==> src/hw/fpFormatPkg.sv <==
package fpFormatPkg;

  // Memory word format selected by a load or a store
  typedef enum logic {
    FmtSingle = 1'b0,
    FmtDouble = 1'b1
  } memFmt_e;

  // IEEE single field layout
  localparam int SglExpWidth  = 8;
  localparam int SglFracWidth = 23;
  localparam int SglBias      = 127;

  // IEEE double field layout
  localparam int DblExpWidth  = 11;
  localparam int DblFracWidth = 52;
  localparam int DblBias      = 1023;

endpackage

==> src/hw/fpNativePkg.sv <==
package fpNativePkg;

  // Layout of a register file entry
  typedef enum logic {
    PrecExt = 1'b0,   // Extended with explicit integer bit
    PrecDbl = 1'b1    // Native double with hidden one
  } nativePrec_e;

  // One 80-bit register word read through the view its tag names
  typedef union packed {
    struct packed {
      logic        sign;
      logic [14:0] exp;
      logic [63:0] sig;   // Bit 63 is the integer bit
    } ext;
    struct packed {
      logic [14:0] pad;
      logic        sign;
      logic [11:0] exp;   // Widened exponent
      logic [51:0] frac;
    } dbl;
  } nativeWord_u;

  localparam int ExtBias    = 16383;
  localparam int NatDblBias = 2047;

  // All-ones exponents mark infinity and NaN
  localparam logic [14:0] ExtExpMax    = 15'h7fff;
  localparam logic [11:0] NatDblExpMax = 12'hfff;

endpackage

==> src/hw/fpLeadingOne.sv <==
`timescale 1ns/1ps

module fpLeadingOne (
  input  logic [51:0] frac,
  output logic [5:0]  pos,
  output logic        found
);

  // Later iterations win, so the highest set bit sets pos
  always_comb begin
    pos   = '0;
    found = 1'b0;
    for (int i = 0; i < 52; i++) begin
      if (frac[i]) begin
        pos   = 6'(51 - i);   // Distance from the top bit
        found = 1'b1;
      end
    end
  end

endmodule

==> src/hw/fpLoadConvert.sv <==
`timescale 1ns/1ps

module fpLoadConvert
  import fpFormatPkg::*;
  import fpNativePkg::*;
(
  input  logic [63:0] ldData,
  input  memFmt_e     ldFmt,
  input  logic        ldToExt,
  output nativeWord_u nativeData,
  output nativePrec_e nativePrec
);

  localparam int DblExpTop = DblExpWidth + DblFracWidth - 1;
  localparam int SglExpTop = SglExpWidth + SglFracWidth - 1;

  logic [DblFracWidth-1:0] sglFrac;
  logic [DblFracWidth-1:0] dblFrac;
  logic [DblFracWidth-1:0] alignedFrac;
  logic [DblFracWidth-1:0] normFrac;
  logic [5:0]              sglPos;
  logic [5:0]              dblPos;
  logic [5:0]              leadPos;
  logic                    sglFound;
  logic                    dblFound;
  logic                    leadFound;
  logic                    sign;
  logic [DblExpWidth-1:0]  biasedExp;
  logic [DblExpWidth-1:0]  bias;
  logic                    expZero;
  logic                    expMax;
  logic                    isZero;
  logic [15:0]             unbExp;

  assign sglFrac = {ldData[SglFracWidth-1:0], {(DblFracWidth - SglFracWidth){1'b0}}};
  assign dblFrac = ldData[DblFracWidth-1:0];

  fpLeadingOne sglLead0 (
    .frac  (sglFrac),
    .pos   (sglPos),
    .found (sglFound)
  );

  fpLeadingOne dblLead0 (
    .frac  (dblFrac),
    .pos   (dblPos),
    .found (dblFound)
  );

  always_comb begin
    if (ldFmt == FmtDouble) begin
      sign        = ldData[DblExpTop+1];
      biasedExp   = ldData[DblExpTop:DblFracWidth];
      bias        = 11'(DblBias);
      alignedFrac = dblFrac;
      leadPos     = dblPos;
      leadFound   = dblFound;
      expMax      = &biasedExp;
    end else begin
      sign        = ldData[SglExpTop+1];
      biasedExp   = 11'(ldData[SglExpTop:SglFracWidth]);
      bias        = 11'(SglBias);
      alignedFrac = sglFrac;
      leadPos     = sglPos;
      leadFound   = sglFound;
      expMax      = &biasedExp[SglExpWidth-1:0];
    end
  end

  assign expZero = (biasedExp == '0);
  assign isZero  = expZero & ~leadFound;

  // Denormal input loses its leading one into the hidden bit
  assign normFrac = expZero ? alignedFrac << (7'(leadPos) + 7'd1) : alignedFrac;
  assign unbExp   = expZero ? 16'd0 - 16'(bias) - 16'(leadPos)
                            : 16'(biasedExp) - 16'(bias);

  assign nativePrec = ldToExt ? PrecExt : PrecDbl;

  always_comb begin
    nativeData = '0;
    if (ldToExt) begin
      nativeData.ext.sign = sign;
      if (expMax) begin
        nativeData.ext.exp = ExtExpMax;
        nativeData.ext.sig = {1'b1, alignedFrac, 11'b0};
      end else if (!isZero) begin
        nativeData.ext.exp = 15'(unbExp + 16'(ExtBias));
        nativeData.ext.sig = {1'b1, normFrac, 11'b0};
      end
    end else begin
      nativeData.dbl.sign = sign;
      if (expMax) begin
        nativeData.dbl.exp  = NatDblExpMax;
        nativeData.dbl.frac = alignedFrac;
      end else if (!isZero) begin
        nativeData.dbl.exp  = 12'(unbExp + 16'(NatDblBias));
        nativeData.dbl.frac = normFrac;
      end
    end
  end

endmodule

==> src/hw/fpRegFile.sv <==
`timescale 1ns/1ps

module fpRegFile
  import fpNativePkg::*;
#(
  parameter int NumRegs = 8
) (
  input  logic                       clk,
  input  logic                       reset,
  input  logic                       wrEn,
  input  logic [$clog2(NumRegs)-1:0] wrAddr,
  input  nativeWord_u                wrData,
  input  nativePrec_e                wrPrec,
  input  logic [$clog2(NumRegs)-1:0] rdAddr,
  output nativeWord_u                rdData,
  output nativePrec_e                rdPrec
);

  nativeWord_u entries [NumRegs];
  nativePrec_e tags    [NumRegs];

  always_ff @(posedge clk) begin
    if (reset) begin
      for (int i = 0; i < NumRegs; i++) begin
        entries[i] <= '0;        // Extended positive zero
        tags[i]    <= PrecExt;
      end
    end else if (wrEn) begin
      entries[wrAddr] <= wrData;
      tags[wrAddr]    <= wrPrec;
    end
  end

  // Same-cycle write is not visible until the next cycle
  assign rdData = entries[rdAddr];
  assign rdPrec = tags[rdAddr];

endmodule

==> src/hw/fpStoreConvert.sv <==
`timescale 1ns/1ps

module fpStoreConvert
  import fpFormatPkg::*;
  import fpNativePkg::*;
(
  input  logic        clk,
  input  logic        reset,
  input  logic        stStrobe,
  input  memFmt_e     stFmt,
  input  nativeWord_u rdData,
  input  nativePrec_e rdPrec,
  output logic [63:0] stData,
  output logic        stValid
);

  logic                    sign;
  logic                    special;
  logic                    zeroIn;
  logic                    isNaN;
  logic signed [15:0]      unbExp;
  logic [63:0]             sig;
  logic signed [15:0]      tgtBias;
  logic signed [15:0]      tgtFracW;
  logic signed [15:0]      minNorm;
  logic signed [15:0]      minDen;
  logic [6:0]              denShift;
  logic [63:0]             shiftedSig;
  logic [DblExpWidth-1:0]  outExp;
  logic [DblFracWidth-1:0] outFrac;
  logic [63:0]             nextData;

  // Common sign, exponent and integer-bit significand
  always_comb begin
    if (rdPrec == PrecExt) begin
      sign    = rdData.ext.sign;
      special = (rdData.ext.exp == ExtExpMax);
      zeroIn  = (rdData.ext.exp == '0);
      unbExp  = 16'(rdData.ext.exp) - 16'(ExtBias);
      sig     = rdData.ext.sig;
    end else begin
      sign    = rdData.dbl.sign;
      special = (rdData.dbl.exp == NatDblExpMax);
      zeroIn  = (rdData.dbl.exp == '0);
      unbExp  = 16'(rdData.dbl.exp) - 16'(NatDblBias);
      sig     = {1'b1, rdData.dbl.frac, 11'b0};
    end
  end

  assign tgtBias  = (stFmt == FmtDouble) ? 16'(DblBias) : 16'(SglBias);
  assign tgtFracW = (stFmt == FmtDouble) ? 16'(DblFracWidth) : 16'(SglFracWidth);
  assign minNorm  = 16'sd1 - tgtBias;
  assign minDen   = minNorm - tgtFracW;   // Exponent of the smallest denormal

  assign denShift   = 7'(minNorm - unbExp);
  assign shiftedSig = sig >> denShift;
  assign isNaN      = special && (sig[62:0] != '0);

  // Fraction kept left-aligned in 52 bits for both targets
  always_comb begin
    outExp  = '0;
    outFrac = '0;
    if (special) begin
      outExp      = '1;
      outFrac     = sig[62:11];
      outFrac[51] = outFrac[51] | isNaN;   // Keep NaN a NaN after truncation
    end else if (unbExp > tgtBias) begin
      outExp = '1;                         // Infinity
    end else if (zeroIn || unbExp < minDen) begin
      outFrac = '0;                        // Signed zero
    end else if (unbExp < minNorm) begin
      outFrac = shiftedSig[62:11];
    end else begin
      outExp  = 11'(unbExp + tgtBias);
      outFrac = sig[62:11];
    end
  end

  always_comb begin
    if (stFmt == FmtDouble) begin
      nextData = {sign, outExp, outFrac};
    end else begin
      nextData = {32'b0, sign, outExp[SglExpWidth-1:0],
                  outFrac[DblFracWidth-1 -: SglFracWidth]};
    end
  end

  always_ff @(posedge clk) begin
    if (reset) begin
      stValid <= 1'b0;
      stData  <= '0;
    end else begin
      stValid <= stStrobe;
      if (stStrobe) begin
        stData <= nextData;
      end
    end
  end

endmodule

==> src/hw/fpLoadStore.sv <==
`timescale 1ns/1ps

module fpLoadStore
  import fpFormatPkg::*;
  import fpNativePkg::*;
#(
  parameter int NumRegs = 8
) (
  input  logic                       clk,
  input  logic                       reset,
  input  logic                       ldStrobe,
  input  logic [$clog2(NumRegs)-1:0] ldAddr,
  input  memFmt_e                    ldFmt,
  input  logic                       ldToExt,
  input  logic [63:0]                ldData,
  input  logic                       stStrobe,
  input  logic [$clog2(NumRegs)-1:0] stAddr,
  input  memFmt_e                    stFmt,
  output logic [63:0]                stData,
  output logic                       stValid
);

  nativeWord_u nativeData;
  nativePrec_e nativePrec;
  nativeWord_u rdData;
  nativePrec_e rdPrec;

  fpLoadConvert load0 (
    .ldData     (ldData),
    .ldFmt      (ldFmt),
    .ldToExt    (ldToExt),
    .nativeData (nativeData),
    .nativePrec (nativePrec)
  );

  fpRegFile #(
    .NumRegs (NumRegs)
  ) regs0 (
    .clk    (clk),
    .reset  (reset),
    .wrEn   (ldStrobe),
    .wrAddr (ldAddr),
    .wrData (nativeData),
    .wrPrec (nativePrec),
    .rdAddr (stAddr),
    .rdData (rdData),
    .rdPrec (rdPrec)
  );

  fpStoreConvert store0 (
    .clk      (clk),
    .reset    (reset),
    .stStrobe (stStrobe),
    .stFmt    (stFmt),
    .rdData   (rdData),
    .rdPrec   (rdPrec),
    .stData   (stData),
    .stValid  (stValid)
  );

endmodule

==> config.mk <==
export PLATFORM = sky130hd
export DESIGN_NAME = fpLoadStore
export DESIGN_NICKNAME = d
export VERILOG_FILES = /design/src/hw/fpFormatPkg.sv /design/src/hw/fpNativePkg.sv /design/src/hw/fpLeadingOne.sv /design/src/hw/fpLoadConvert.sv /design/src/hw/fpRegFile.sv /design/src/hw/fpStoreConvert.sv /design/src/hw/fpLoadStore.sv
export SDC_FILE = /design/constraint.sdc
export NUM_CORES = 2
export LEC_CHECK = 0
export BUFFER_PORTS_ARGS = -buffer_cell sky130_fd_sc_hd__buf_2
export CAP_MARGIN = 20
export CORE_MARGIN = 5
export CORE_UTILIZATION = 45
export CTS_CLUSTER_SIZE = 28
export DETAILED_ROUTE_END_ITERATION = 8
export GPL_TIMING_DRIVEN = 1
export PLACE_DENSITY_LB_ADDON = 0.2
export SYNTH_ARGS = -nofsm -noshare
export SYNTH_HDL_FRONTEND = slang
export SYNTH_SLANG_ARGS = --single-unit
==> constraint.sdc <==
create_clock -name clk -period 14.1 [get_ports clk]
set_input_delay 2.115 -clock clk [delete_from_list [all_inputs] [get_ports clk]]
set_output_delay 2.115 -clock clk [all_outputs]
set_load 0.05 [all_outputs]
==> impl_metrics.py <==
metrics = {
    "min_path": {
        "hp-class": "register to register",
        "hold_start": "store0.stData[43]",
        "holdPathStages": 2,
        "holdPathEnd": "store0.stData[43]",
    },
    "placed_design": {
        "dp_slack_ns": 4.752,
        "dp.cells": 5595,
        "place_area_mm2": 0.04768,
        "gp_congestion": 1.033,
        "hpwlAfterDp_mm": 121.5,
        "io_buffers": 141,
    },
    "synthesis": {
        "netlist_area_mm2": 0.04603,
        "post-synth-top-count-cell": "edfxtp_1",
        "ys_ff_latch": 713,
        "synth_edf_count": 648,
        "synthCells": 4347,
        "avgSynthCellArea_um2": 10.59,
        "yosysSeqAreaShare_pct": 45.10,
        "yosysTopAreaCellShare_pct": 42.27,
        "ys_top_cells_by_area": "edfxtp_1 (42%), mux4_2 (8.0%), mux2i_1 (6.4%)",
        "synth_top_area_cell": "edfxtp_1",
        "synth_nets": 4448,
        "synthTopCellsByCount": "edfxtp_1 (648), nor2_1 (620), nand2_1 (351)",
        "ys.flop_type": "edfxtp_1",
        "yosysWarnings": 0,
        "ys_types": 123,
        "synthArstFlopShare_pct": 0,
    },
    "timing": {
        "rsz0062_at_grt": "no",
        "drv_slew": 0,
        "worst_pin_slew_ns": 1.267,
        "fin_skew_ns": 0.03173,
        "max-slew-margin-rel_pct": 14.49,
        "fmax_ghz": 0.1141,
        "finalSetupTns_ns": 0,
        "finalHoldViolCount": 0,
        "post-route-period-util_pct": 62.15,
        "setup_slack_ns": 5.336,
        "setup_viol": 0,
        "period_needed_ns": 8.764,
    },
    "power": {
        "p_per_area_mw_per_mm2": 133.5,
        "vdd_drop_max_v": 0.00008979,
        "leakage_nw": 17.56,
        "p_total_mw": 6.688,
    },
    "final_layout": {
        "layout.cells.non_filler": 5741,
        "design_area_mm2": 0.05011,
        "n_fill_cell": 9316,
        "syn2layout_area_growth_pct": 8.853,
        "nNetsFinal": 4411,
        "drive_above_1_share_pct": 17.55,
        "multi_input_area_mm2": 0.02353,
        "seq_area_mm2": 0.02076,
    },
    "critical_path": {
        "cp_common_cell": "buf_4",
        "reg2reg_depth": 21,
        "crit_chain": "buf_8, buf_4, buf_4, mux2i_1, mux4_2, or2_1, a2111oi_1, xnor2_1, mux2_4, inv_1, ha_1, nor2_1, nand2_1, o211ai_1, a2111oi_4, a41oi_1, a31oi_4, a22oi_1, and2_1, o32ai_1",
        "cp_data_arrival_time_ns": 9.32,
        "crit_slowest_cell": "buf_4",
        "crit_type": "input port to register",
        "start_kind": "input port",
        "rrSetupSlack_ns": 7.77,
        "required_ns": 14.66,
        "cp-end-kind": "register",
        "worstReg2RegStart": "regs0.entries[7][53]",
        "timing.rr.end": "store0.stData[29]",
        "cp_slowest_stage_delay_ns": 0.77,
        "worstPathMaxFanout": 87,
    },
    "global_route": {
        "grt.overflow.total": 0,
        "grt_max_degree": 94,
        "grt_pass1_vias": 37450,
        "track_usage_pct": 32.16,
        "antenna_found_initial": 5,
        "grt_pass1_wl_mm": 260.9,
    },
    "floorplan": {
        "num_rows": 117,
        "die_height_um": 329.8,
        "die_w_um": 329.8,
        "top_level_ports": 142,
        "initial_core_util_pct": 45.24,
        "dieArea_mm2": 0.1088,
        "core_area_mm2": 0.1017,
    },
    "clocking": {
        "cts-root-buf": "clkbuf_16",
        "post-cts-setup-buffers": 0,
        "cts.clk_slew.worst_paths_ns": 0.06,
        "numCtsBuffers": 76,
        "cts.sinks": 713,
        "cts_resized": 0,
        "cts_max_path_buffers": 3,
        "cts_htree_levels": 3,
        "ctsHoldBuffers": 0,
        "cts_tree": "done",
        "clk_latency_ns": 0.67,
    },
    "detailed_routing": {
        "via_count": 39200,
        "post-route-drc-count": 0,
        "post_drt_via_cell_ratio": 6.829,
        "wl_per_cell_um": 31.35,
        "routed_wl_mm": 180.0,
        "drtIter0Drc": 4991,
        "dr.pass1.iters": 6,
        "antenna_left": 0,
    },
    "status": {
        "status": "complete, no violations",
    },
    "job": {
        "maxCapViolations": 0,
    },
}
-- critical path: cells and delay by family --
family | cells | cell delay (ns)
AND/OR/NAND/NOR | 4 | 0.66
XOR/XNOR | 1 | 0.13
multiplexers | 3 | 1.16
AO/OA/AOI/OAI | 7 | 2.70
buffers and inverters | 4 | 2.12
adder cells (fa/ha/maj) | 1 | 0.23
-- per-stage QoR --
stage / hold slack, ns / utilization, %
after floorplan: 0.6859 / -
after global placement: 0.4479 / 46.86
after detailed placement: 0.4551 / 46.87
after CTS: 0.4646 / 49.21
after global routing: 0.4822 / 49.24
final: 0.4603 / 49.25
-- sequential cells by signal (all words and copies together), names as in the netlist --
signal          count
regs0.entries     640
regs0.tags          8
store0.stData      64
store0.stValid      1
-- where the power goes --
group          total, mW  internal, mW  switching, mW
clock               1.97          1.09          0.880
combinational       2.24         0.765           1.47
sequential          2.48          2.43         0.0412
total               6.69          4.29           2.40
-- per-layer routing --
metal / part of all wire (%) / routed length [um] / GRT usage (%) / vias up
li1: - / - / - / 16750
met1: 40 / 71260 / 43.92 / 19420
met2: 46 / 82160 / 51.21 / 2530
met3: 9.8 / 17690 / 5.509 / 505
met4: 4.9 / 8857 / 13.19 / 2
met5: 0.0061 / 11 / 0 / -
-- placed cells by master, fill, tap and decap left out, types with 26 or more instances in the layout --
cell type,instances
a211oi_1,84
a21oi_1,147
a22oi_1,59
a31oi_1,40
and2_1,29
and3_1,35
buf_2,138
buf_4,89
clkbuf_16,76
dfxtp_1,65
edfxtp_1,648
inv_1,67
mux2_2,123
mux2i_1,296
mux4_2,163
nand2_1,337
nand3_1,109
nand4_1,29
nor2_1,619
nor3_1,174
nor4_1,32
o211ai_1,39
o21ai_0,116
o21ai_1,26
o22ai_1,86
o31ai_1,51
or3_1,30
xnor2_1,33
-- cell families (layout without fill, tap and decap cells) --
logic type | Yosys count | after routing | share of synthesized area (%)
AO/OA/AOI/OAI | 991 | 991 | 15.91
XOR/XNOR | 48 | 48 | 0.9622
adder cells (fa/ha/maj) | 24 | 24 | 0.6524
buffers and inverters | 424 | 448 | 4.292
flip-flops | 713 | 713 | 45.10
multiplexers | 583 | 583 | 17.45
other | 0 | 2 | 0
AND/OR/NAND/NOR | 1564 | 1564 | 15.63
-- how the worst max path moves through the flow --
| stage | start | endpoint | slack, ns | cells past startpoint |
|---|---|---|---|---|
| after floorplan | ldFmt | regs0.entries[0][62] | 7.07 | 21 |
| after global placement | stAddr[2] | store0.stData[9] | 4.95 | 23 |
| after detailed placement | stAddr[2] | store0.stData[29] | 4.75 | 20 |
| after CTS | stAddr[2] | store0.stData[29] | 5.44 | 20 |
| after global routing | stAddr[2] | store0.stData[29] | 4.79 | 24 |
| final | stAddr[2] | store0.stData[29] | 5.34 | 20 |
-- final cells by class --
class / instances / share of cell area, %
Antenna cell: 2 / 0.009989
Clock buffer: 91 / 3.908
Clock inverter: 48 / 0.8490
Inverter: 77 / 0.5793
Multi-Input combinational cell: 3210 / 46.96
Sequential cell: 713 / 41.43
Tap cell: 1368 / 3.416
Timing Repair Buffer: 232 / 2.842
No activity file was read; power rests on OpenSTA's default activity.
